<file path="src/hdl/pdp8Pkg.sv">
// PDP-8 core shared definitions
// Word and opcode types, decoded instruction, ALU command,
// memory request and APB bus structs, host register map

package pdp8Pkg;

  typedef logic [11:0] pdpWord;

  // Major opcodes, IR bits 11:9
  typedef enum logic [2:0] {
    opAnd,
    opTad,
    opIsz,
    opDca,
    opJms,
    opJmp,
    opIot,
    opOpr
  } pdpOpcode;

  // Field order follows IR bits 7:0
  typedef struct packed {
    logic cla;
    logic cll;
    logic cma;
    logic cml;
    logic rar;
    logic ral;
    logic bsw;
    logic iac;
  } oprGroup1;

  typedef struct packed {
    logic cla;
    logic sma;
    logic sza;
    logic snl;
    logic invert;
    logic hlt;
  } oprGroup2;

  typedef struct packed {
    pdpOpcode opcode;
    logic     indirect;
    pdpWord   ea;
    logic     isGroup1;
    logic     isGroup2;
    oprGroup1 group1;
    oprGroup2 group2;
  } decodedInstr;

  typedef enum logic [2:0] {
    aluNone,
    aluAndMem,
    aluTadMem,
    aluClearAc,
    aluGroup1Step,
    aluGroup2Clear
  } aluOp;

  typedef struct packed {
    aluOp       op;
    logic [1:0] step;
    pdpWord     operand;
  } aluCmd;

  typedef struct packed {
    pdpWord addr;
    pdpWord wdata;
    logic   we;
    logic   re;
  } memReq;

  typedef struct packed {
    logic        psel;
    logic        penable;
    logic        pwrite;
    logic [15:0] paddr;
    logic [31:0] pwdata;
  } apbReq;

  typedef struct packed {
    logic [31:0] prdata;
    logic        pready;
    logic        pslverr;
  } apbRsp;

  // Host register map
  localparam logic [15:0] ctrlAddr   = 16'h0000;
  localparam logic [15:0] startAddr  = 16'h0004;
  localparam logic [15:0] statusAddr = 16'h0008;
  localparam int          memWindowBit = 14;

endpackage

</file>
<file path="src/hdl/pdp8Decode.sv">
// PDP-8 instruction decoder
// Splits opcode, resolves page-zero or current-page address
// and unpacks the OPR micro-op bits

`timescale 1ns/10ps

module pdp8Decode (
  input  pdp8Pkg::pdpWord      ir,
  input  pdp8Pkg::pdpWord      pc,
  output pdp8Pkg::decodedInstr instr
);

  logic isMemRef;

  assign isMemRef = (ir[11:9] < 3'd6);

  always_comb begin
    instr = '0;
    instr.opcode = pdp8Pkg::pdpOpcode'(ir[11:9]);

    // Bit 8 selects the OPR group, so only memory references defer
    instr.indirect = isMemRef && ir[8];

    // Page bit picks the page of the instruction
    if (ir[7]) begin
      instr.ea = {pc[11:7], ir[6:0]};
    end else begin
      instr.ea = {5'b00000, ir[6:0]};
    end

    if (instr.opcode == pdp8Pkg::opOpr) begin
      if (!ir[8]) begin
        instr.isGroup1 = 1'b1;
        instr.group1 = pdp8Pkg::oprGroup1'(ir[7:0]);
      end else begin
        instr.isGroup2 = 1'b1;
        // Group 3 words leave every bit clear
        if (!ir[0]) begin
          instr.group2.cla = ir[7];
          instr.group2.sma = ir[6];
          instr.group2.sza = ir[5];
          instr.group2.snl = ir[4];
          instr.group2.invert = ir[3];
          instr.group2.hlt = ir[1];
        end
      end
    end
  end

endmodule

</file>
<file path="config.mk">
export PLATFORM = sky130hd
export DESIGN_NAME = pdp8Decode
export DESIGN_NICKNAME = d
export VERILOG_FILES = /design/src/hdl/pdp8Pkg.sv /design/src/hdl/pdp8Decode.sv
export SDC_FILE = /design/constraint.sdc
export NUM_CORES = 1
export LEC_CHECK = 0
export ABC_CLOCK_PERIOD_IN_PS = 990
export BUFFER_PORTS_ARGS = -buffer_cell sky130_fd_sc_hd__buf_2
export CAP_MARGIN = 25
export CORE_AREA = 10 10 47 49
export DETAILED_ROUTE_END_ITERATION = 6
export DIE_AREA = 0 0 57 59
export GPL_TIMING_DRIVEN = 0
export PLACE_DENSITY = 0.72
export SLEW_MARGIN = 20
export SYNTH_ARGS = -nofsm -noshare
export SYNTH_HDL_FRONTEND = slang
export SYNTH_SLANG_ARGS = --single-unit
</file>
<file path="constraint.sdc">
create_clock -name vclk -period 0.99
set_clock_uncertainty 0.2 [all_clocks]
set_input_delay 0.198 -clock vclk [all_inputs]
set_output_delay 0.198 -clock vclk [all_outputs]
set_load 0.05 [all_outputs]
</file>
==> flow_results.org <==
** Worst setup path
- Of all nets on the critical path, the largest fanout is 9.
- Critical path required time :: 0.59 ns
- Among all stages on the critical path, the largest delay is contributed by sky130_fd_sc_hd__and4b_1.
- In this design, the stage delay of the slowest critical-path cell is 0.26 ns.
- Launching element type of the critical path :: primary input
- Cells traversed along the worst timing path :: buf_8, and4b_1, buf_6, and2_4, buf_8
- Cell occurring most often along the worst timing path :: sky130_fd_sc_hd__buf_8
- At the worst endpoint, the arrival time is 0.99 ns.
- Nature of the critical path endpoint :: output port
- Largest delay share family, worst path :: simple AND/OR/NAND/NOR gates
- Start-to-end type of the worst setup path :: primary input to output port
- The number of buffers and inverters on the critical path is 3.

** Timing
- Setup violations remaining at the end of the flow were counted as 19.
- After layout, the minimum clock period comes to 1.39 ns.
- Setup slack on the critical path of the routed design comes to -0.402 ns.
- Maximum clock frequency :: 719 MHz
- Setup repair after global routing missed its margin :: true
- Headroom to the max-slew limit came out at 89.8%.
- In the final timing run, aggregate negative setup slack is -6.07 ns.
- Hold Worst Slack :: 0.509 ns
- Worst slew pin tran :: 0.153 ns
- Of the available clock period, the critical path in the final layout requires 141%.
- Total count of hold-check failures in the final report :: 0
- The max-slew violation total from the final report came to 0.

** Cells and area
- At the end of the flow the core is filled with cells to 74.9%.
- For this run, the number of standard cells in the final layout without fillers is 103.
- Seq_cells :: 0
- Clock Buffer Count :: 0
- In the final layout, the share of cells above drive strength 1 is 98.9%.
- FF/Latch Area :: 0 µm²
- For this run, the post-layout net count is 113.
- Synth-to-layout area growth :: 294%
- ANT cells :: 0

** Synthesis
- Of the synthesized area, sequential elements account for 0%.
- Synthesized Nets :: 58
- Yosys warnings :: 0
- Area of the mapped netlist :: 267 µm²
- A synthesized cell averages 7.84 µm².
- Post-Syn Instances :: 34
- Post-synth cell types :: 9

** Routing
- Number of remaining DRC errors :: 0
- The first TritonRoute pass finished after 2 iterations.
- The first routing iteration left 4 violations.
- Once detail routing completed, the nets flagged for antenna violations numbered 0.
- The routed layout has 447 vias.
- Total Routed Length :: 1.74 mm
- Using the TritonRoute via totals, the vias-per-cell ratio works out to 4.34.
- After detailed routing, the average wire length per cell comes to 16.9 µm.

** Floorplan
- For this configuration, the core starts out at a cell density of 19.0%.
- The region available for standard cell placement spans 1400 µm².
- Cell Rows :: 14
- 56 I/O pins were placed.
- DIE HEIGHT :: 59 µm
- The die is 57 µm wide.
- The die covers 3360 µm².

** Pwr
- In this run the static leakage power is 0.000523 µW.
- The worst-case IR drop observed on VDD is 0.293 mV.
- The design draws 505 µW.
- P per Cell Area :: 481 nW/µm²

** CTS
- Hold buffers post-CTS :: 0

** Run status
- The final reports fail on setup timing.
- The flow ran to the end, but the final reports show violations.

** Global route
- For this run, the total global-route usage over all layers was measured as 9.49%.
- Number of global-route vias before repair :: 517
- Congestion Overflow GR :: 0
- Number of antenna violations at the first check in global routing :: 0
- The first global-routing pass estimated 2.67 mm of wire.
- Entering global routing, the biggest net connects 10 pins.

** Hold path
- The min-delay analysis places its worst path in the category primary input to output port.

** Place
- Placed cell count :: 99
- RD Place Congestion :: 0.630
- Port Buffer Count :: 49
- Hpwl dp :: 1.18 mm

** Job
- The tool flagged a number of max-cap violations equal to 0.
[cells by family after synthesis]
logic type,share of synthesized area (%)
AOI/OAI and AO/OA,2.82
buffers and inverters,33.8
and+or+nand+nor,63.4
[final timing paths]
| path | slack [ns] | cells past startpoint | to | startpoint |
|---|---|---|---|---|
| max | -0.40 | 5 | instr[6] | ir[8] |
| min | 0.51 | 3 | instr[28] | ir[10] |
[cell usage after synthesis]
| cell type | n | area [µm²] |
|---|---|---|
| sky130_fd_sc_hd__buf_4 | 10 | 75.1 |
| sky130_fd_sc_hd__nand4_2 | 1 | 12.5 |
| sky130_fd_sc_hd__and2_1 | 5 | 31.3 |
| sky130_fd_sc_hd__a21boi_0 | 1 | 7.51 |
| sky130_fd_sc_hd__inv_1 | 1 | 3.75 |
| sky130_fd_sc_hd__nor3b_1 | 6 | 45.0 |
| sky130_fd_sc_hd__buf_6 | 1 | 11.3 |
| sky130_fd_sc_hd__and2_4 | 8 | 70.1 |
| sky130_fd_sc_hd__and4b_1 | 1 | 10.0 |
[per-stage QoR]
stage / instance area [µm²] / worst slack [ns]
after floorplan: 360 / -0.380
after detailed placement: 626 / -0.573
after global routing: 1050 / -0.450
after CTS: 988 / -0.389
final: 1050 / -0.402
after global placement: 626 / -0.555
[repair_timing]
action	in CTS	in global routing
endpoints found under the hold margin	0	0
resized for setup	106	12
buffers inserted	2	3
endpoints found under the setup margin	32	23
pin swaps	6	4
[final cells by class]
class,count,area [µm²]
repair buffers,53,649
fillers,106,352
multi-input cells,22,277
plain buffers,11,97.6
well taps,16,20.0
inverters,1,6.26
[report_power, final]
part	internal [µW]	switching [µW]
clock	0	0
sequential	0	0
combinational	244	261
[cell usage in the layout, fill, tap and decap left out, drive strengths merged]
cell type / instances
buf: 64
and2: 13
nor3b: 6
nand4: 1
inv: 1
and4b: 1
a21boi: 1
[layer usage]
| layer | GRT usage [%] | part of all wire (%) | vias up | wire length (µm) |
|---|---|---|---|---|
| met3 | 4.29 | 11 | 4 | 192 |
| li1 | - | - | 211 | - |
| met1 | 8.14 | 24 | 209 | 425 |
| met4 | 1.01 | 2.3 | 0 | 40 |
| met2 | 19.8 | 62 | 23 | 1090 |
| met5 | 0 | 0 | - | 0 |
[worst min-delay path, delay by kind of cell]
kind,cells,cell delay (ns)
buffers and inverters,2,0.25
AOI/OAI and AO/OA,1,0.06
(Power assumes the default switching activity.)
