--- config.mk ---
export PLATFORM = sky130hd
export DESIGN_NAME = pdp8ApbRegs
export DESIGN_NICKNAME = d
export VERILOG_FILES = /design/src/hdl/pdp8Pkg.sv /design/src/hdl/pdp8ApbRegs.sv
export SDC_FILE = /design/constraint.sdc
export NUM_CORES = 1
export LEC_CHECK = 0
export BUFFER_PORTS_ARGS = -buffer_cell sky130_fd_sc_hd__buf_2
export CAP_MARGIN = 30
export CORE_ASPECT_RATIO = 1.4
export CORE_MARGIN = 2
export CORE_UTILIZATION = 36
export CTS_CLUSTER_SIZE = 28
export DETAILED_ROUTE_END_ITERATION = 16
export PLACE_DENSITY = 0.92
export SLEW_MARGIN = 20
export SYNTH_ARGS = -nofsm -noshare
export SYNTH_HDL_FRONTEND = slang
export SYNTH_SLANG_ARGS = --single-unit
--- constraint.sdc ---
create_clock -name clk -period 2.1 [get_ports clk]
set_clock_uncertainty 0.1 [all_clocks]
set_input_delay 0 -clock clk [delete_from_list [all_inputs] [get_ports clk]]
set_output_delay 0 -clock clk [all_outputs]
set_load 0.03 [all_outputs]
--- src/hdl/pdp8Pkg.sv ---
// PDP-8 core shared definitions
// Word and opcode types, decoded instruction, ALU command,
// memory request and APB bus structs, host register map

package pdp8Pkg;

  typedef logic [11:0] pdpWord;

  // Major opcodes, IR bits 11:9
  typedef enum logic [2:0] {
    opAnd,
    opTad,
    opIsz,
    opDca,
    opJms,
    opJmp,
    opIot,
    opOpr
  } pdpOpcode;

  // Field order follows IR bits 7:0
  typedef struct packed {
    logic cla;
    logic cll;
    logic cma;
    logic cml;
    logic rar;
    logic ral;
    logic bsw;
    logic iac;
  } oprGroup1;

  typedef struct packed {
    logic cla;
    logic sma;
    logic sza;
    logic snl;
    logic invert;
    logic hlt;
  } oprGroup2;

  typedef struct packed {
    pdpOpcode opcode;
    logic     indirect;
    pdpWord   ea;
    logic     isGroup1;
    logic     isGroup2;
    oprGroup1 group1;
    oprGroup2 group2;
  } decodedInstr;

  typedef enum logic [2:0] {
    aluNone,
    aluAndMem,
    aluTadMem,
    aluClearAc,
    aluGroup1Step,
    aluGroup2Clear
  } aluOp;

  typedef struct packed {
    aluOp       op;
    logic [1:0] step;
    pdpWord     operand;
  } aluCmd;

  typedef struct packed {
    pdpWord addr;
    pdpWord wdata;
    logic   we;
    logic   re;
  } memReq;

  typedef struct packed {
    logic        psel;
    logic        penable;
    logic        pwrite;
    logic [15:0] paddr;
    logic [31:0] pwdata;
  } apbReq;

  typedef struct packed {
    logic [31:0] prdata;
    logic        pready;
    logic        pslverr;
  } apbRsp;

  // Host register map
  localparam logic [15:0] ctrlAddr   = 16'h0000;
  localparam logic [15:0] startAddr  = 16'h0004;
  localparam logic [15:0] statusAddr = 16'h0008;
  localparam int          memWindowBit = 14;

endpackage

--- src/hdl/pdp8ApbRegs.sv ---
// PDP-8 APB host port
// Control, start-address and status registers plus a memory
// window with one wait state per access

`timescale 1ns/10ps

module pdp8ApbRegs (
  input  logic            clk,
  input  logic            rstN,
  input  pdp8Pkg::apbReq  apbIn,
  output pdp8Pkg::apbRsp  apbOut,
  input  logic            running,
  input  pdp8Pkg::pdpWord ac,
  input  logic            link,
  input  pdp8Pkg::pdpWord memRdata,
  output pdp8Pkg::memReq  hostPort,
  output logic            start,
  output pdp8Pkg::pdpWord startPc
);

  logic access;
  logic isMem;
  logic isCtrl;
  logic isStart;
  logic isStatus;
  logic badAddr;
  logic memIssue;
  logic memWait;
  logic memBlocked;

  assign access = apbIn.psel && apbIn.penable;
  assign isMem = apbIn.paddr[pdp8Pkg::memWindowBit];
  assign isCtrl = !isMem && (apbIn.paddr == pdp8Pkg::ctrlAddr);
  assign isStart = !isMem && (apbIn.paddr == pdp8Pkg::startAddr);
  assign isStatus = !isMem && (apbIn.paddr == pdp8Pkg::statusAddr);
  assign badAddr = !isMem && !isCtrl && !isStart && !isStatus;

  // First access cycle of a window transfer talks to memory
  assign memIssue = access && isMem && !memWait;

  assign start = access && apbIn.pwrite && isCtrl && apbIn.pwdata[0] && !running;

  always_comb begin
    hostPort = '0;
    hostPort.addr = apbIn.paddr[13:2];
    hostPort.wdata = apbIn.pwdata[11:0];
    hostPort.we = memIssue && apbIn.pwrite && !running;
    hostPort.re = memIssue && !apbIn.pwrite && !running;
  end

  always_comb begin
    apbOut = '0;
    apbOut.pready = access && !memIssue;
    apbOut.pslverr = apbOut.pready && (badAddr || (isMem && memBlocked));
    if (access && !apbIn.pwrite) begin
      if (isMem) begin
        apbOut.prdata = memBlocked ? 32'd0 : {20'd0, memRdata};
      end else if (isCtrl) begin
        apbOut.prdata = {31'd0, running};
      end else if (isStart) begin
        apbOut.prdata = {20'd0, startPc};
      end else if (isStatus) begin
        apbOut.prdata = {4'd0, ac, 14'd0, link, running};
      end
    end
  end

  always_ff @(posedge clk or negedge rstN) begin
    if (!rstN) begin
      memWait <= 1'b0;
      memBlocked <= 1'b0;
      startPc <= '0;
    end else begin
      memWait <= memIssue;
      if (memIssue) begin
        memBlocked <= running;
      end
      if (access && apbIn.pwrite && isStart) begin
        startPc <= apbIn.pwdata[11:0];
      end
    end
  end

  assert property (@(posedge clk) disable iff (!rstN) apbIn.penable |-> apbIn.psel);

endmodule

==> summary.md <==
| Metric | Value |
|---|---|
| Relative area change from synthesis to final layout | 50.0% |
| Core area | roughly 0.0034 mm^2 |
| Maximum number of pins on one net before global-route repair | 15 |
| Number of cells upsized or downsized after cts | 0 |
| Synthesized cell area | roughly 0.0013 mm^2 |
| Sort of element at the end of the critical path | output port |
| Die extent in x | roughly 54 um |
| Synth Area in Adders | 0% |
| Combinational share of power | between 30% and 40% |
| Leakage dissipation | around 1.1 nW |
| Number of warning messages in the yosys log | 0 |
| Number of rows created at floorplan | 25 |
| Post-cts hold buffer count | 14 |
| Top cells by area, synth | dfrtp_1 (27%), buf_4 (19%), mux2_4 (12%) |
| Top fanout value on the critical path | 7 |
| Count of cell types in the netlist | 31 |
| Proportion of power drawn by the clock network | between 30% and 40% |
| Hold Vio Cnt, Final | 0 |
| Post-CTS setup buffers | 0 |
| Number of H-tree levels | 1 |
| Count of fill cells added during filler insertion | around 320 |
| Multiplexer share of the synthesized area | between 10 and 15% |
| Number of buffers inserted by port buffering | ~120 |
| Detail Placement HPWL | about 3.0 mm |
| Routed Antenna Nets | 0 |
| Overflow left after global routing | 0 |
| Final std cells w/o fill | 278 |
| Synthesized area divided by synthesized cell count | 10.5 um^2 |
| Switching power summed over all nets | between 200 and 250 uW |
| Data required time of the worst path | about 2000 ps |
| Routed length per instance | approximately 13 um |
| Number of antenna violations at the first check in global routing | 0 |
| First-pass GRT wire length | ~5.3 mm |
| Critical Setup Path Class | in2out |
| Final weighted congestion in routability-driven placement | roughly 0.8 |
| Seq pwr share | a little over a third |
| Pins over their slew limit | 0 |
| RSZ-0062 raised after global routing | no |
| DRT Wirelength | 3.74 mm |
| Post-layout net count | ~320 |
| Combinational family with the most area after synthesis | simple AND/OR/NAND/NOR gates |
| Post-synthesis cell count | 122 |
| Count of routing violations after the opening detailed-route iteration | 10 |
| Max_cap viols | 0 |
| Initial core utilization | between 30 and 40% |
| I/O pin count | between 150 and 200 |
| Die height | between 70 and 80 um |
| Signal arrival time at the worst endpoint | around 1700 ps |
| Root buffer cell | clkbuf_8 |
| Synthesized-area fraction occupied by and/or/nand/nor cells | between 20% and 30% |
| Clock-pin slew on the worst setup and hold paths | 60 ps |
| Synth Area in XOR/XNOR | 0% |
| Synth Area in Compound Gates | roughly a tenth |
| Total inserted antenna cells | 0 |
| Portion of the clock cycle consumed by the worst path in the final layout | approximately 84% |
| Clock Path Buffers | 2 |
| Hold WS | ~20 ps |
| Share of final-layout standard cells stronger than drive strength 1 | between 60% and 70% |
| CTS tree | built |
| Power Density | 405 mW/mm^2 |
| Area share of the largest cell type after synthesis | a little over a quarter |
| Number of buffers inserted during clock tree synthesis | 3 |
| Post-Place Worst Slack | about 300 ps |
| Post-detailed-route DRC marker count | 0 |
| Sw Ratio | between 30% and 40% |
| Placed Cells | 260 |
| #FFs+latches synth | 14 |
| Run status | finished, final reports clean |
| Largest area contributor in the netlist | dfrtp_1 |
| Total number of vias | 1288 |
| Final worst path period need | between 1500 and 2000 ps |
| Sink Count | 14 |
| Number of detailed-route iterations in the first pass | 4 |
| Final setup violation count | 0 |
| Total negative slack for setup checks | 0 ps |
| Register area share after synthesis | a little over a quarter |
| DIE AREA | 0.00405 mm^2 |
| Number of global-route vias before repair | 1243 |
| Highest-count cells in the layout ignoring fill and taps | buf_2 (123), dlygate4sd3_1 (14), dfrtp_1 (14) |
| Worst Setup Start Kind | input pin |
| Most common library cell in the layout ignoring fill and taps | buf_2 |
| GRT Overall Usage | between 10% and 20% |
| Vias per cell | 4.63 |
| Worst skew pair latency | around 240 ps |
| FMAX | approximately 0.57 GHz |
| Internal portion of total power | approximately 540 uW |
| Maximum vdd drop | 0.391 mV |
| Final setup slack of the worst path | ~340 ps |
| Type of the most critical hold path | in2reg |
state kept, by name (all words and copies together) (netlist names):
register and count:
memWait 1, memBlocked 1, startPc 12
synthesized netlist by cell type, drive strengths merged:
cell type	instances
mux2	13
or4	2
nor3	1
and2	12
nor4	5
nor4b	1
a21oi	2
a21o	1
nand2	3
dfrtp	14
inv	2
nand4	2
a2bb2oi	1
nand3b	2
nor2b	5
o2bb2ai	1
nand3	1
nor3b	1
buf	35
clkbuf	1
nor2	5
a22o	10
conb	1
nand2b	1
final cells by class:
| class | count | area, um^2 | share of cell area [%] |
|---|---|---|---|
| multi-input cells | 77 | 668 | 34.9 |
| clock buffers | 4 | 55.1 | 2.87 |
| repair buffers | 141 | 786 | 41.0 |
| well taps | 40 | 50.0 | 2.61 |
| inverters | 2 | 7.51 | 0.392 |
| flip-flops and latches | 14 | 350 | 18.3 |
worst max-delay path: stages:
cell and delay [ps]:
buf_2 130, nor4_4 340, nand4_4 200, nor4b_4 420
buf_4 230, a22o_1 140, buf_2 190
power by group through the flow:
stage	clock [mW]	combinational, mW	sequential [mW]
6_report	0.255	0.244	0.277
5_1_grt	0.274	0.261	0.277
4_1_cts	0.259	0.245	0.277
3_5_place_dp	0	0.225	0.282
3_3_place_gp	0	0.220	0.281
2_1_floorplan	0	0.160	0.281
cell families after synthesis:
group | after synthesis
compound gates | 15
mux | 13
other cells | 1
simple gates | 41
buf+inv | 38
flops | 14
stage by stage:
step	total power [mW]	util (%)	instance area, um^2
6_report	0.776	56.7	1920
5_1_grt	0.812	56.7	1920
4_1_cts	0.781	56.7	1920
3_5_place_dp	0.506	51.0	1720
3_3_place_gp	0.502	51.0	1720
2_1_floorplan	0.441	-	1300
final timing paths:
path                       startpoint          end  slack (ps)  depth (start not counted)
setup / recovery            apbIn[46]   apbOut[13]         340                          7
hold / removal              apbIn[49]      memWait          20                          3
setup reg to reg              memWait   memBlocked         840                          3
hold reg to reg            memBlocked   memBlocked         410                          1
max in group asynchronous        rstN   startPc[1]        1570                          2
min in group asynchronous        rstN  startPc[11]          90                          2
layer usage:
layer	global-route usage, %	part of all wire [%]	vias to the layer above
met3	1.61	9.3	2
met2	36.5	58	76
met5	0	0	-
met1	17.6	32	588
li1	-	-	622
met4	3.33	0.43	0
No activity file was read; power rests on OpenSTA's default activity.
