## config.mk

```make
export PLATFORM = sky130hd
export DESIGN_NAME = pdp8Execute
export DESIGN_NICKNAME = d
export VERILOG_FILES = /design/src/hdl/pdp8Pkg.sv /design/src/hdl/pdp8Execute.sv
export SDC_FILE = /design/constraint.sdc
export NUM_CORES = 1
export LEC_CHECK = 0
export ABC_AREA = 1
export BUFFER_PORTS_ARGS = -buffer_cell sky130_fd_sc_hd__buf_2
export CAP_MARGIN = 20
export CORE_MARGIN = 3
export CORE_UTILIZATION = 45
export CTS_BUF_LIST = sky130_fd_sc_hd__clkbuf_8 sky130_fd_sc_hd__clkbuf_16
export CTS_CLUSTER_DIAMETER = 200
export CTS_CLUSTER_SIZE = 28
export DETAILED_ROUTE_END_ITERATION = 6
export PLACE_DENSITY = 0.75
export SYNTH_ARGS = -nofsm -noshare
export SYNTH_HDL_FRONTEND = slang
export SYNTH_SLANG_ARGS = --single-unit
```

## constraint.sdc

```tcl
create_clock -name clk -period 5.7 [get_ports clk]
set_clock_uncertainty 0.15 [all_clocks]
set_input_delay 1.14 -clock clk [delete_from_list [all_inputs] [get_ports clk]]
set_output_delay 1.14 -clock clk [all_outputs]
set_load 0.01 [all_outputs]
```

## src/hdl/pdp8Pkg.sv

```systemverilog
// PDP-8 core shared definitions
// Word and opcode types, decoded instruction, ALU command,
// memory request and APB bus structs, host register map

package pdp8Pkg;

  typedef logic [11:0] pdpWord;

  // Major opcodes, IR bits 11:9
  typedef enum logic [2:0] {
    opAnd,
    opTad,
    opIsz,
    opDca,
    opJms,
    opJmp,
    opIot,
    opOpr
  } pdpOpcode;

  // Field order follows IR bits 7:0
  typedef struct packed {
    logic cla;
    logic cll;
    logic cma;
    logic cml;
    logic rar;
    logic ral;
    logic bsw;
    logic iac;
  } oprGroup1;

  typedef struct packed {
    logic cla;
    logic sma;
    logic sza;
    logic snl;
    logic invert;
    logic hlt;
  } oprGroup2;

  typedef struct packed {
    pdpOpcode opcode;
    logic     indirect;
    pdpWord   ea;
    logic     isGroup1;
    logic     isGroup2;
    oprGroup1 group1;
    oprGroup2 group2;
  } decodedInstr;

  typedef enum logic [2:0] {
    aluNone,
    aluAndMem,
    aluTadMem,
    aluClearAc,
    aluGroup1Step,
    aluGroup2Clear
  } aluOp;

  typedef struct packed {
    aluOp       op;
    logic [1:0] step;
    pdpWord     operand;
  } aluCmd;

  typedef struct packed {
    pdpWord addr;
    pdpWord wdata;
    logic   we;
    logic   re;
  } memReq;

  typedef struct packed {
    logic        psel;
    logic        penable;
    logic        pwrite;
    logic [15:0] paddr;
    logic [31:0] pwdata;
  } apbReq;

  typedef struct packed {
    logic [31:0] prdata;
    logic        pready;
    logic        pslverr;
  } apbRsp;

  // Host register map
  localparam logic [15:0] ctrlAddr   = 16'h0000;
  localparam logic [15:0] startAddr  = 16'h0004;
  localparam logic [15:0] statusAddr = 16'h0008;
  localparam int          memWindowBit = 14;

endpackage

```

## src/hdl/pdp8Execute.sv

```systemverilog
// PDP-8 instruction sequencer
// Holds PC and IR and steps through fetch, defer, operand read,
// write-back and OPR micro-op cycles

`timescale 1ns/10ps

module pdp8Execute (
  input  logic                 clk,
  input  logic                 rstN,
  input  logic                 start,
  input  pdp8Pkg::pdpWord      startPc,
  input  pdp8Pkg::decodedInstr instr,
  input  pdp8Pkg::pdpWord      memRdata,
  input  logic                 skipTaken,
  input  pdp8Pkg::pdpWord      acValue,
  output pdp8Pkg::pdpWord      ir,
  output pdp8Pkg::pdpWord      pc,
  output pdp8Pkg::memReq       memPort,
  output pdp8Pkg::aluCmd       alu,
  output logic                 running
);

  typedef enum logic [2:0] {
    sIdle,
    sFetch,
    sIr,
    sAddr,
    sDefer,
    sOperand,
    sWrite,
    sStep
  } execState;

  execState        state;
  execState        nextState;
  pdp8Pkg::pdpWord nextPc;
  pdp8Pkg::pdpWord eaReg;
  pdp8Pkg::pdpWord iszWord;
  pdp8Pkg::pdpWord operandAddr;
  logic [1:0]      stepCnt;
  logic            dispatchOp;

  assign running = (state != sIdle);

  // After a defer the pointer word is the operand address
  assign operandAddr = (state == sDefer) ? memRdata : instr.ea;

  always_comb begin
    nextState = state;
    nextPc = pc;
    dispatchOp = 1'b0;
    memPort = '0;
    alu = '0;
    alu.step = stepCnt;
    alu.operand = memRdata;
    case (state)
      sIdle: begin
        if (start) begin
          nextPc = startPc;
          nextState = sFetch;
        end
      end
      sFetch: begin
        memPort.addr = pc;
        memPort.re = 1'b1;
        nextState = sIr;
      end
      sIr: nextState = sAddr;
      sAddr: begin
        if (instr.isGroup1) begin
          alu.op = pdp8Pkg::aluGroup1Step;
          nextState = sStep;
        end else if (instr.isGroup2) begin
          // Skip test sees AC before the CLA of this word
          alu.op = pdp8Pkg::aluGroup2Clear;
          nextPc = pc + (skipTaken ? 12'd2 : 12'd1);
          nextState = instr.group2.hlt ? sIdle : sFetch;
        end else if (instr.opcode == pdp8Pkg::opIot) begin
          nextPc = pc + 12'd1;
          nextState = sFetch;
        end else if (instr.indirect) begin
          memPort.addr = instr.ea;
          memPort.re = 1'b1;
          nextState = sDefer;
        end else begin
          dispatchOp = 1'b1;
        end
      end
      sDefer: dispatchOp = 1'b1;
      sOperand: begin
        if (instr.opcode == pdp8Pkg::opIsz) begin
          nextState = sWrite;
        end else begin
          alu.op = (instr.opcode == pdp8Pkg::opAnd) ? pdp8Pkg::aluAndMem
                                                    : pdp8Pkg::aluTadMem;
          nextPc = pc + 12'd1;
          nextState = sFetch;
        end
      end
      sWrite: begin
        memPort.addr = eaReg;
        memPort.we = 1'b1;
        nextState = sFetch;
        case (instr.opcode)
          pdp8Pkg::opDca: begin
            memPort.wdata = acValue;
            alu.op = pdp8Pkg::aluClearAc;
            nextPc = pc + 12'd1;
          end
          pdp8Pkg::opJms: begin
            memPort.wdata = pc + 12'd1;
            nextPc = eaReg + 12'd1;
          end
          default: begin
            memPort.wdata = iszWord;
            nextPc = pc + ((iszWord == '0) ? 12'd2 : 12'd1);
          end
        endcase
      end
      default: begin
        alu.op = pdp8Pkg::aluGroup1Step;
        if (stepCnt == 2'd3) begin
          nextPc = pc + 12'd1;
          nextState = sFetch;
        end
      end
    endcase

    // Address known, either direct or from the pointer
    if (dispatchOp) begin
      case (instr.opcode)
        pdp8Pkg::opAnd, pdp8Pkg::opTad, pdp8Pkg::opIsz: begin
          memPort.addr = operandAddr;
          memPort.re = 1'b1;
          nextState = sOperand;
        end
        pdp8Pkg::opJmp: begin
          nextPc = operandAddr;
          nextState = sFetch;
        end
        default: nextState = sWrite;
      endcase
    end
  end

  always_ff @(posedge clk or negedge rstN) begin
    if (!rstN) begin
      state <= sIdle;
      pc <= '0;
      ir <= '0;
      stepCnt <= '0;
    end else begin
      state <= nextState;
      pc <= nextPc;
      if (state == sIr) begin
        ir <= memRdata;
      end
      // Wraps to zero after the rotate step
      if (alu.op == pdp8Pkg::aluGroup1Step) begin
        stepCnt <= stepCnt + 2'd1;
      end
    end
  end

  always_ff @(posedge clk) begin
    if (dispatchOp) begin
      eaReg <= operandAddr;
    end
    if (state == sOperand) begin
      iszWord <= memRdata + 12'd1;
    end
  end

  assert property (@(posedge clk) disable iff (!rstN) !(memPort.re && memPort.we));

endmodule

```

==> run metrics, run 1 <==
status complete, no violations; critical path type primary input to output port; number of flops mapped to enable cells by yosys 24; NetSw roughly 0.0013 W; syn_nets between 900 and 1,000; placed insts about 1,100; worst hold start ir[8]; Detail Route Antenna Nets 0; Final Cycle Share roughly 78%; area grow syn2layout 12.3%; post-cts resize count 0; min Tclk post-route 4.43 ns; Core Box Area roughly 12,000 um^2; Critical Path RT 4.41 ns; Leak Pwr around 3.1 nW; fill count 1,231; Skew-Pair Late Insertion Delay 0.30 ns; mapped cell area around 5400 um^2; clk buf depth 2; Finished Layout Cells around 1,100; synth warn 0; Logic pwr share 56.7%; Worst Reg-to-Reg Cells 13; max frequency roughly 230 MHz; Vias/cell 5.65; Vias slightly above 6,000; commonest non-fill, non-tap cell in the layout nand2_1; most frequent cells in the layout 257 x nand2_1, 126 x buf_2, 112 x inv_1; worst slew pin tran 0.916 ns; IO buf count 126; CTS sink count 53; drt initial violations around 650; post-route core utilization between 50% and 60%; Mean Syn Cell Area ~6.2 um^2; pin count of the biggest net entering global routing 30; H-tree Lvls 2; DR WL/cell roughly 17 um; layout cells sized above 1 17.8%; iteration count of the initial detailed-routing pass 5; Die Width 116 um; post-DP HPWL around 15,000 um; drt drc 0; Worst-path clk slew roughly 0.070 ns; Die Area 13,400 um^2; min-delay worst type register to register; Die Y 116 um; nets between 1,000 and 1,500; initial core utilization 46.7%; worst vdd ir ~0.00018 V; r2r startpoint iszWord[1]; Setup TNS 0 ns; initial antenna violation count 0; all-layer global routing usage roughly 29%; Slew Limit Fails 0; asr flop ratio synth a little over half; worst-path maximum fanout 18; number of max-cap violations 0; CP Launch Type primary input; Hold WS approximately 0.34 ns; ys flop type dfrtp_1; switching power as a share of total power 52.2%; RSZ-0062 raised after global routing no; Clock power frac 12.8%; GRT overflow 0; hold path depth 2; critical path arrival ~3.1 ns; PwrDens between 400 and 500 nW/um^2; vias in the first global route around 5,700; Seq/Total Area, Yosys between 20% and 30%; #FFs+latches synth between 50 and 60; I/O Pins 140; share of power burned in registers just over 30%; Setup Buffers After CTS 0; num rows 39; gpl congestion ~1.0; Unique masters post-synth 44; final setup vio count 0; crit end category output port; cell count after synthesis 868; Rel. slew slack roughly two fifths; overall power approximately 0.0025 W; antenna cells 0; CTS root buf clkbuf_16; Hold Path End ir[8]; global-route wire length before repair roughly 30,000 um; TritonCTS Buffers 5; Internal 0.00119 W; RR Endpoint pc[2]; register-to-register setup slack ~2.1 ns; CTS Hold Bufs 0; WL final approximately 19,000 um; CTS tree done; Final Hold Fails 0
critical path, cell delays in order:
cell     delay (ns)
buf_2          0.19
nor2_1         0.23
nand3_1        0.13
nand2_2        0.36
nand3_1        0.53
o21ai_0        0.36
buf_2          0.18
metal layers:
layer | global-route usage [%] | up-vias | routed length [um]
met5 | 0 | - | 0
met4 | 8.35 | 0 | 475
met3 | 7.21 | 45 | 2360
met2 | 45.6 | 367 | 8460
met1 | 38.7 | 2781 | 7710
li1 | - | 3015 | -
cell usage after synthesis (4+ instances only):
cell type | number | share of area, %
o22ai_1 | 7 | 0.81
a21oi_1 | 38 | 3.5
nand3_1 | 95 | 8.8
nand2_2 | 10 | 1.2
nor2_1 | 69 | 4.8
nand2_1 | 257 | 18
inv_1 | 112 | 7.8
o21ai_1 | 5 | 0.46
nand4_1 | 23 | 2.7
ha_1 | 8 | 1.8
nor3_1 | 6 | 0.55
buf_6 | 5 | 1.0
a22oi_1 | 6 | 0.83
buf_4 | 16 | 2.2
inv_2 | 4 | 0.28
o21a_1 | 7 | 0.97
xor2_1 | 11 | 1.8
edfxtp_1 | 24 | 13
clkbuf_1 | 8 | 0.55
nor2_2 | 4 | 0.46
o211ai_1 | 4 | 0.55
a31oi_1 | 12 | 1.4
o21ai_0 | 52 | 4.8
buf_2 | 19 | 1.8
nor2_4 | 6 | 1.2
o221ai_1 | 5 | 0.81
dfrtp_1 | 29 | 13
final cells by class:
cell class / instances / area (um^2) / area share, %
multi-input cells: 648 / 3220 / 53.0
flip-flops and latches: 53 / 1450 / 23.8
repair buffers: 128 / 646 / 10.6
inverters: 118 / 444 / 7.30
well taps: 143 / 179 / 2.94
clock buffers: 5 / 125 / 2.06
clock inverters: 3 / 21.3 / 0.350
through the flow:
| stage | worst slack (ns) | cell area [um^2] |
|---|---|---|
| 4_1_cts | 1.30 | 6080 |
| 3_3_place_gp | 1.32 | 5940 |
| 2_1_floorplan | 2.08 | 5420 |
| 3_5_place_dp | 1.29 | 5940 |
| 5_1_grt | 1.11 | 6080 |
| 6_report | 1.27 | 6080 |
kinds of logic (layout without fill, tap and decap cells):
family,count (synthesis),after routing,synth area share (%)
simple gates,479,479,38.9
buf+inv,167,254,13.8
compound gates,144,144,15.4
flops,53,53,26.7
xor+xnor,13,13,2.10
fa+ha+maj,10,10,2.59
mux,2,2,0.416
flip-flops by register name, indices dropped and copies added, names as in the netlist:
name     cells
eaReg       12
ir          12
iszWord     12
pc          12
state        3
stepCnt      2
power by group through the flow:
| stage | sequential [W] | clock (W) | combinational [W] |
|---|---|---|---|
| floorplan | 0.000671 | 0 | 0.00100 |
| global placement | 0.000753 | 0 | 0.00137 |
| detailed placement | 0.000753 | 0 | 0.00138 |
| CTS | 0.000747 | 0.000317 | 0.00139 |
| global route | 0.000774 | 0.000332 | 0.00157 |
| finish | 0.000755 | 0.000317 | 0.00140 |
worst max path at each step:
| stage | start | end | slack, ns | cells past startpoint |
|---|---|---|---|---|
| after floorplan | instr[30] | memPort[15] | 2.08 | 7 |
| after global placement | instr[14] | memPort[14] | 1.32 | 7 |
| after detailed placement | instr[14] | memPort[14] | 1.29 | 7 |
| after CTS | instr[14] | memPort[14] | 1.30 | 7 |
| after global routing | instr[14] | memPort[17] | 1.11 | 7 |
| final | instr[14] | memPort[14] | 1.27 | 7 |
Note: power is estimated with default switching activity, not from simulation.
==> inputs of run 2 (changes only) <==
- clock period: 5.7 -> 4.57 ns (I/O delays scaled with it)
==> run metrics, run 2 (synthesis results as in run 1) <==
status complete, no violations (unchanged); NetSw 0.00162 W (was 0.00129 W); Final Cycle Share between 80% and 90%; CTS tree done (unchanged); Internal 0.00151 W (was 0.00119 W); Worst-path clk slew 0.07 ns (about the same); area grow syn2layout 13.0% (was 12.3%); Skew-Pair Late Insertion Delay 0.30 ns (about the same); most frequent cells in the layout 257 x nand2_1, 126 x buf_2, 112 x inv_1 (unchanged); max frequency between 200 and 300 MHz; drt drc 0 (unchanged); min Tclk post-route approximately 3.7 ns; critical path arrival 2.61 ns (was 3.14 ns); Die Width 116 um (unchanged); CTS Hold Bufs 0 (unchanged); Critical Path RT 3.51 ns (was 4.41 ns); post-DP HPWL 14,700 um (was 14,500 um); iteration count of the initial detailed-routing pass 5 (unchanged); Detail Route Antenna Nets 0 (unchanged); Die Area 13,400 um^2 (unchanged); post-route core utilization 52.7% (was 52.4%); GRT overflow 0 (unchanged); DP Worst Slack 0.997 ns (was 1.29 ns); Rel. slew slack 45.2% (was 38.4%); clk buf depth 2 (unchanged); Final Hold Fails 0 (unchanged); WL final 19,100 um (was 19,000 um); commonest non-fill, non-tap cell in the layout nand2_1 (unchanged); nets 1,040 (was 1,036); min-delay worst type register to register (unchanged); worst vdd ir 0.000258 V (was 0.000181 V); IO buf count 126 (unchanged); Leak Pwr 3.17 nW (was 3.14 nW); Clock power frac 13.3% (was 12.8%); final setup vio count 0 (unchanged); num rows 39 (unchanged); number of max-cap violations 0 (unchanged); crit end category output port (unchanged); TritonCTS Buffers 5 (unchanged); Setup TNS 0 ns (unchanged); worst slew pin tran 0.819 ns (was 0.916 ns); critical path type primary input to output port (unchanged); antenna cells 0 (unchanged); I/O Pins 140 (unchanged); switching power as a share of total power 51.9% (was 52.2%); CTS root buf clkbuf_16 (unchanged); Slew Limit Fails 0 (unchanged); layout cells sized above 1 18.2% (was 17.8%); Die Y 116 um (unchanged); share of power burned in registers 29.6% (was 30.5%); global-route wire length before repair 30,000 um (about the same); PwrDens 511 nW/um^2 (was 407 nW/um^2); worst-path maximum fanout 13 (was 18); CTS sink count 53 (unchanged); DR WL/cell 17.3 um (about the same); Vias 6,181 (was 6,208); vias in the first global route 5,633 (was 5,731); initial antenna violation count 0 (unchanged); initial core utilization 46.7% (unchanged); gpl congestion 0.964 (was 1.00); drt initial violations 585 (was 647); Vias/cell 5.61 (was 5.65); Core Box Area 11,600 um^2 (unchanged); H-tree Lvls 2 (unchanged); fill count 1,249 (was 1,231); Setup Buffers After CTS 0 (unchanged); setup ws final 0.894 ns (was 1.27 ns); all-layer global routing usage 28.5% (was 28.6%); post-cts resize count 0 (unchanged); pin count of the biggest net entering global routing 30 (unchanged); RSZ-0062 raised after global routing no (unchanged); Logic pwr share 57.1% (was 56.7%); CP Launch Type primary input (unchanged)
-- run 2: cell types whose count changed in the layout (fill, tap and decap cells not counted), sizes merged --
cell    previous run  this run
clkinv             4         3
clkbuf             5         6
buf              128       132
-- run 2: final timing paths --
kind / cells past startpoint / slack (ns) / startpoint / endpoint
min: 2 / 0.34 / ir[5] / ir[5]
max in group asynchronous: 1 / 3.24 / rstN / pc[10]
min reg2reg: 2 / 0.34 / ir[5] / ir[5]
max reg2reg: 14 / 1.26 / iszWord[5] / pc[2]
min in group asynchronous: 1 / 0.53 / rstN / ir[1]
max: 9 / 0.89 / instr[14] / memPort[17]
-- run 2: final cells by class --
type	instances	area, um^2	area share (%)
clock buffer	6	139	2.27
clock inverter	2	17.5	0.286
inverter	118	444	7.25
multi-input combinational	648	3220	52.6
sequential	53	1450	23.6
tap	143	179	2.92
timing repair buffer	132	676	11.0
-- run 2: stage by stage --
| step | area (um^2) | std cells | total power [W] | hold slack (ns) |
|---|---|---|---|---|
| 3_5_place_dp | 5970 | 1094 | 0.00268 | 0.323 |
| 6_report | 6120 | 1102 | 0.00313 | 0.341 |
| 3_3_place_gp | 5970 | 1094 | 0.00266 | 0.314 |
| 2_1_floorplan | 5420 | 868 | 0.00209 | 0.369 |
| 4_1_cts | 6120 | 1102 | 0.00310 | 0.343 |
| 5_1_grt | 6120 | 1102 | 0.00338 | 0.378 |
-- run 2: power groups by stage --
| stage | sequential [W] | combinational [W] | clock [W] |
|---|---|---|---|
| after floorplan | 0.000837 | 0.00125 | 0 |
| after global placement | 0.000926 | 0.00173 | 0 |
| after detailed placement | 0.000924 | 0.00175 | 0 |
| after CTS | 0.000917 | 0.00176 | 0.000424 |
| after global routing | 0.000951 | 0.00199 | 0.000439 |
| final | 0.000926 | 0.00179 | 0.000417 |
-- run 2: layer usage --
layer,global-route usage (%),part of all wire [%],wire (um)
met1,39.8,43,8210
met2,44.5,44,8360
met3,6.27,11,2130
met4,8.04,2.2,420
met5,0,0,0
-- run 2: worst max-delay path, cell delays in order --
cell and delay (ns):
buf_2 0.19, inv_1 0.23, nand2_1 0.24, inv_1 0.14
nand3_2 0.29, o22ai_1 0.22, a21oi_1 0.07, o21ai_0 0.12
buf_2 0.19
==> inputs of run 3 (changes only) <==
- ABC_AREA: 1 -> 0
- clock period: 4.57 -> 3.5 ns (I/O delays scaled with it)
==> run metrics, run 3 <==
Detail Route Antenna Nets 0 (unchanged); CTS sink count 53 (unchanged); crit path max-delay cell type dfrtp_1 (was nand3_2); Final Hold Fails 0 (unchanged); syn_nets 666 (was 950); overall power 0.00442 W (was 0.00313 W); Slew Limit Fails 0 (unchanged); placed insts 828 (was 1,094); ys flop type dfrtp_1 (unchanged); fill count 999 (was 1,249); number of flops mapped to enable cells by yosys 24 (unchanged); Rel. slew slack 45.5% (was 45.2%); critical path type register to output port (was primary input to output port); Synth area leader dfrtp_1 (was nand2_1); WL final 18,500 um (was 19,100 um); adder-cell share of the synthesized area 2.81% (was 2.59%); setup ws final 0.187 ns (was 0.894 ns); Worst-path clk slew 0.13 ns (was 0.07 ns); CTS root buf clkbuf_8 (was clkbuf_16); RR Endpoint pc[2] (unchanged); area grow syn2layout 17.9% (was 13.0%); CTS tree done (unchanged); Finished Layout Cells 836 (was 1,102); mux cell area share after synthesis 5.40% (was 0.416%); critical path's largest stage delay 0.76 ns (was 0.29 ns); post-DP HPWL 14,300 um (was 14,700 um); Critical Path Sink memPort[11] (was memPort[17]); status complete, no violations (unchanged); Vias/cell 6.31 (was 5.61); commonest non-fill, non-tap cell in the layout buf_2 (was nand2_1); Unique masters post-synth 71 (was 44); register-to-register setup slack 0.25 ns (was 1.26 ns); number of max-cap violations 0 (unchanged); main combinational cell family by area after synthesis compound AO/OA/AOI/OAI gates (was simple AND/OR/NAND/NOR gates); mapped cell area 4980 um^2 (was 5420 um^2); worst slew pin tran 0.818 ns (was 0.819 ns); asr flop ratio synth 54.7% (unchanged); post-cts resize count 0 (unchanged); TritonCTS Buffers 5 (unchanged); Final Cycle Share between 90% and 100%; crit-path cells nand3_1, or3_1, xnor2_1, nand2_1, a21oi_1, buf_2 (was buf_2, inv_1, nand2_1, inv_1, nand3_2, o22ai_1, a21oi_1, o21ai_0, buf_2); Skew-Pair Late Insertion Delay 0.33 ns (was 0.30 ns); PwrDens 754 nW/um^2 (was 511 nW/um^2); worst vdd ir 0.000345 V (was 0.000258 V); Synth Area in XOR/XNOR 9.32% (was 2.10%); global-route wire length before repair 28,300 um (was 30,000 um); top cells by area, synth dfrtp_1 15%, edfxtp_1 14%, xnor2_1 6.2% (was nand2_1 18%, dfrtp_1 13%, edfxtp_1 13%); CP Launch Type register (was primary input); GRT overflow 0 (unchanged); Setup Buffers After CTS 0 (unchanged); initial antenna violation count 0 (unchanged); DP Worst Slack 0.348 ns (was 0.997 ns); vias in the first global route 5,070 (was 5,633); cell count after synthesis 584 (was 868); synth warn 0 (unchanged); nets 781 (was 1,040); H-tree Lvls 2 (unchanged); Worst Reg-to-Reg Cells 9 (was 14); Synth top area share 14.6% (was 17.8%); #FFs+latches synth 53 (unchanged); min-delay worst type primary input to async pin (was register to register); Die Area 12,400 um^2 (was 13,400 um^2); num rows 37 (was 39); most frequent cell after synthesis nand2_1 (unchanged); most frequent cells in the layout 126 x buf_2, 45 x nand2_1, 43 x nor2_1 (was 257 x nand2_1, 126 x buf_2, 112 x inv_1); Commonest cells post-synth 45 x nand2_1, 43 x nor2_1, 35 x xnor2_1, 31 x inv_1, 29 x dfrtp_1 (was 257 x nand2_1, 112 x inv_1, 95 x nand3_1, 69 x nor2_1, 52 x o21ai_0); pin count of the biggest net entering global routing 30 (unchanged); critical path arrival 2.46 ns (was 2.61 ns); final setup vio count 0 (unchanged); drt drc 0 (unchanged); drt initial violations 646 (was 585); Setup TNS 0 ns (unchanged); r2r startpoint iszWord[2] (was iszWord[5]); CTS Hold Bufs 0 (unchanged); Seq/Total Area, Yosys 29.1% (was 26.7%); initial core utilization 47.2% (was 46.7%); worst-path maximum fanout 13 (unchanged); crit end category output port (unchanged); crit path from pc[0] (was instr[14]); iteration count of the initial detailed-routing pass 6 (was 5); RSZ-0062 raised after global routing no (unchanged); clk buf depth 2 (unchanged); Critical Path RT 2.65 ns (was 3.51 ns); Core Box Area 10,600 um^2 (was 11,600 um^2); antenna cells 0 (unchanged); Mean Syn Cell Area 8.52 um^2 (was 6.24 um^2); Compound-Gate Fraction of Synth Area 25.4% (was 15.4%); I/O Pins 140 (unchanged); min Tclk post-route between 3 and 4 ns; all-layer global routing usage 28.8% (was 28.5%); Post-Synth Simple-Gate Area 19.5% (was 38.9%); IO buf count 126 (unchanged); Die Y 111 um (was 116 um); Leak Pwr 2.49 nW (was 3.17 nW); gpl congestion 1.04 (was 0.964); Die Width 111 um (was 116 um); Vias 5,276 (was 6,181); DR WL/cell 22.1 um (was 17.3 um); layout cells sized above 1 29.4% (was 18.2%); max frequency between 300 and 400 MHz
[run 3: cell count changes in the layout (fill, tap and decap cells not counted), sizes merged, moves of 9 or more]
cell    change
nand2     -221
nand3      -71
nand4      -18
mux2       +13
nor2       -35
mux2i      +10
a21oi      -10
o21ai      -24
inv        -84
a222oi     +12
a221oi     +13
buf        +32
xnor2      +33
nor3        +9
[run 3: worst min path at each step]
stage,start,cells after the start,endpoint,slack [ns]
floorplan,rstN,0,ir[0],0.25
global placement,stepCnt[0],1,stepCnt[0],0.33
detailed placement,ir[11],1,ir[11],0.34
CTS,rstN,1,pc[1],0.29
global route,rstN,1,state[1],0.34
finish,rstN,1,state[1],0.29
[run 3: power breakdown]
| group | internal [W] | leakage, nW | switching (W) |
|---|---|---|---|
| Clock | 0.000151 | 0.0506 | 0.000256 |
| Combinational | 0.00118 | 1.88 | 0.00160 |
| Sequential | 0.000903 | 0.568 | 0.000339 |
| Total | 0.00223 | 2.49 | 0.00219 |
[run 3: layout make-up]
type	instances	area (um^2)	area share (%)
Tap cell	136	170	2.90
Multi-Input combinational cell	444	3110	53.0
Timing Repair Buffer	164	928	15.8
Inverter	31	116	1.98
Sequential cell	53	1450	24.6
Clock inverter	3	28.8	0.490
Clock buffer	5	68.8	1.17
[run 3: cell families (layout without fill, tap and decap cells)]
family,after synthesis,in the layout
AND/OR/NAND/NOR,184,184
AO/OA/AOI/OAI,172,172
buffers and inverters,87,203
XOR/XNOR,53,53
flip-flops,53,53
multiplexers,25,25
adder cells (fa/ha/maj),10,10
[run 3: routing by layer]
layer,routed length (um),vias to the layer above,global-route usage (%)
li1,-,2403,-
met1,7680,2517,40.3
met2,8280,323,44.3
met3,2120,33,6.71
met4,380,0,8.43
met5,0,-,0
[run 3: through the flow]
stage,utilization [%],instance area [um^2],hold slack (ns)
after global routing,55.6,5870,0.338
after global placement,54.7,5770,0.331
after CTS,55.6,5870,0.291
after detailed placement,54.7,5770,0.341
final,55.6,5870,0.291
after floorplan,-,4980,0.254
[run 3: critical path: cells and delay by family (launching register included)]
family                    cells  cell delay (ns)
and+or+nand+nor               3             0.82
xor gates and xnor gates      1             0.25
buffers and inverters         1             0.15
AOI/OAI and AO/OA             1             0.15
DFF                           1             0.76
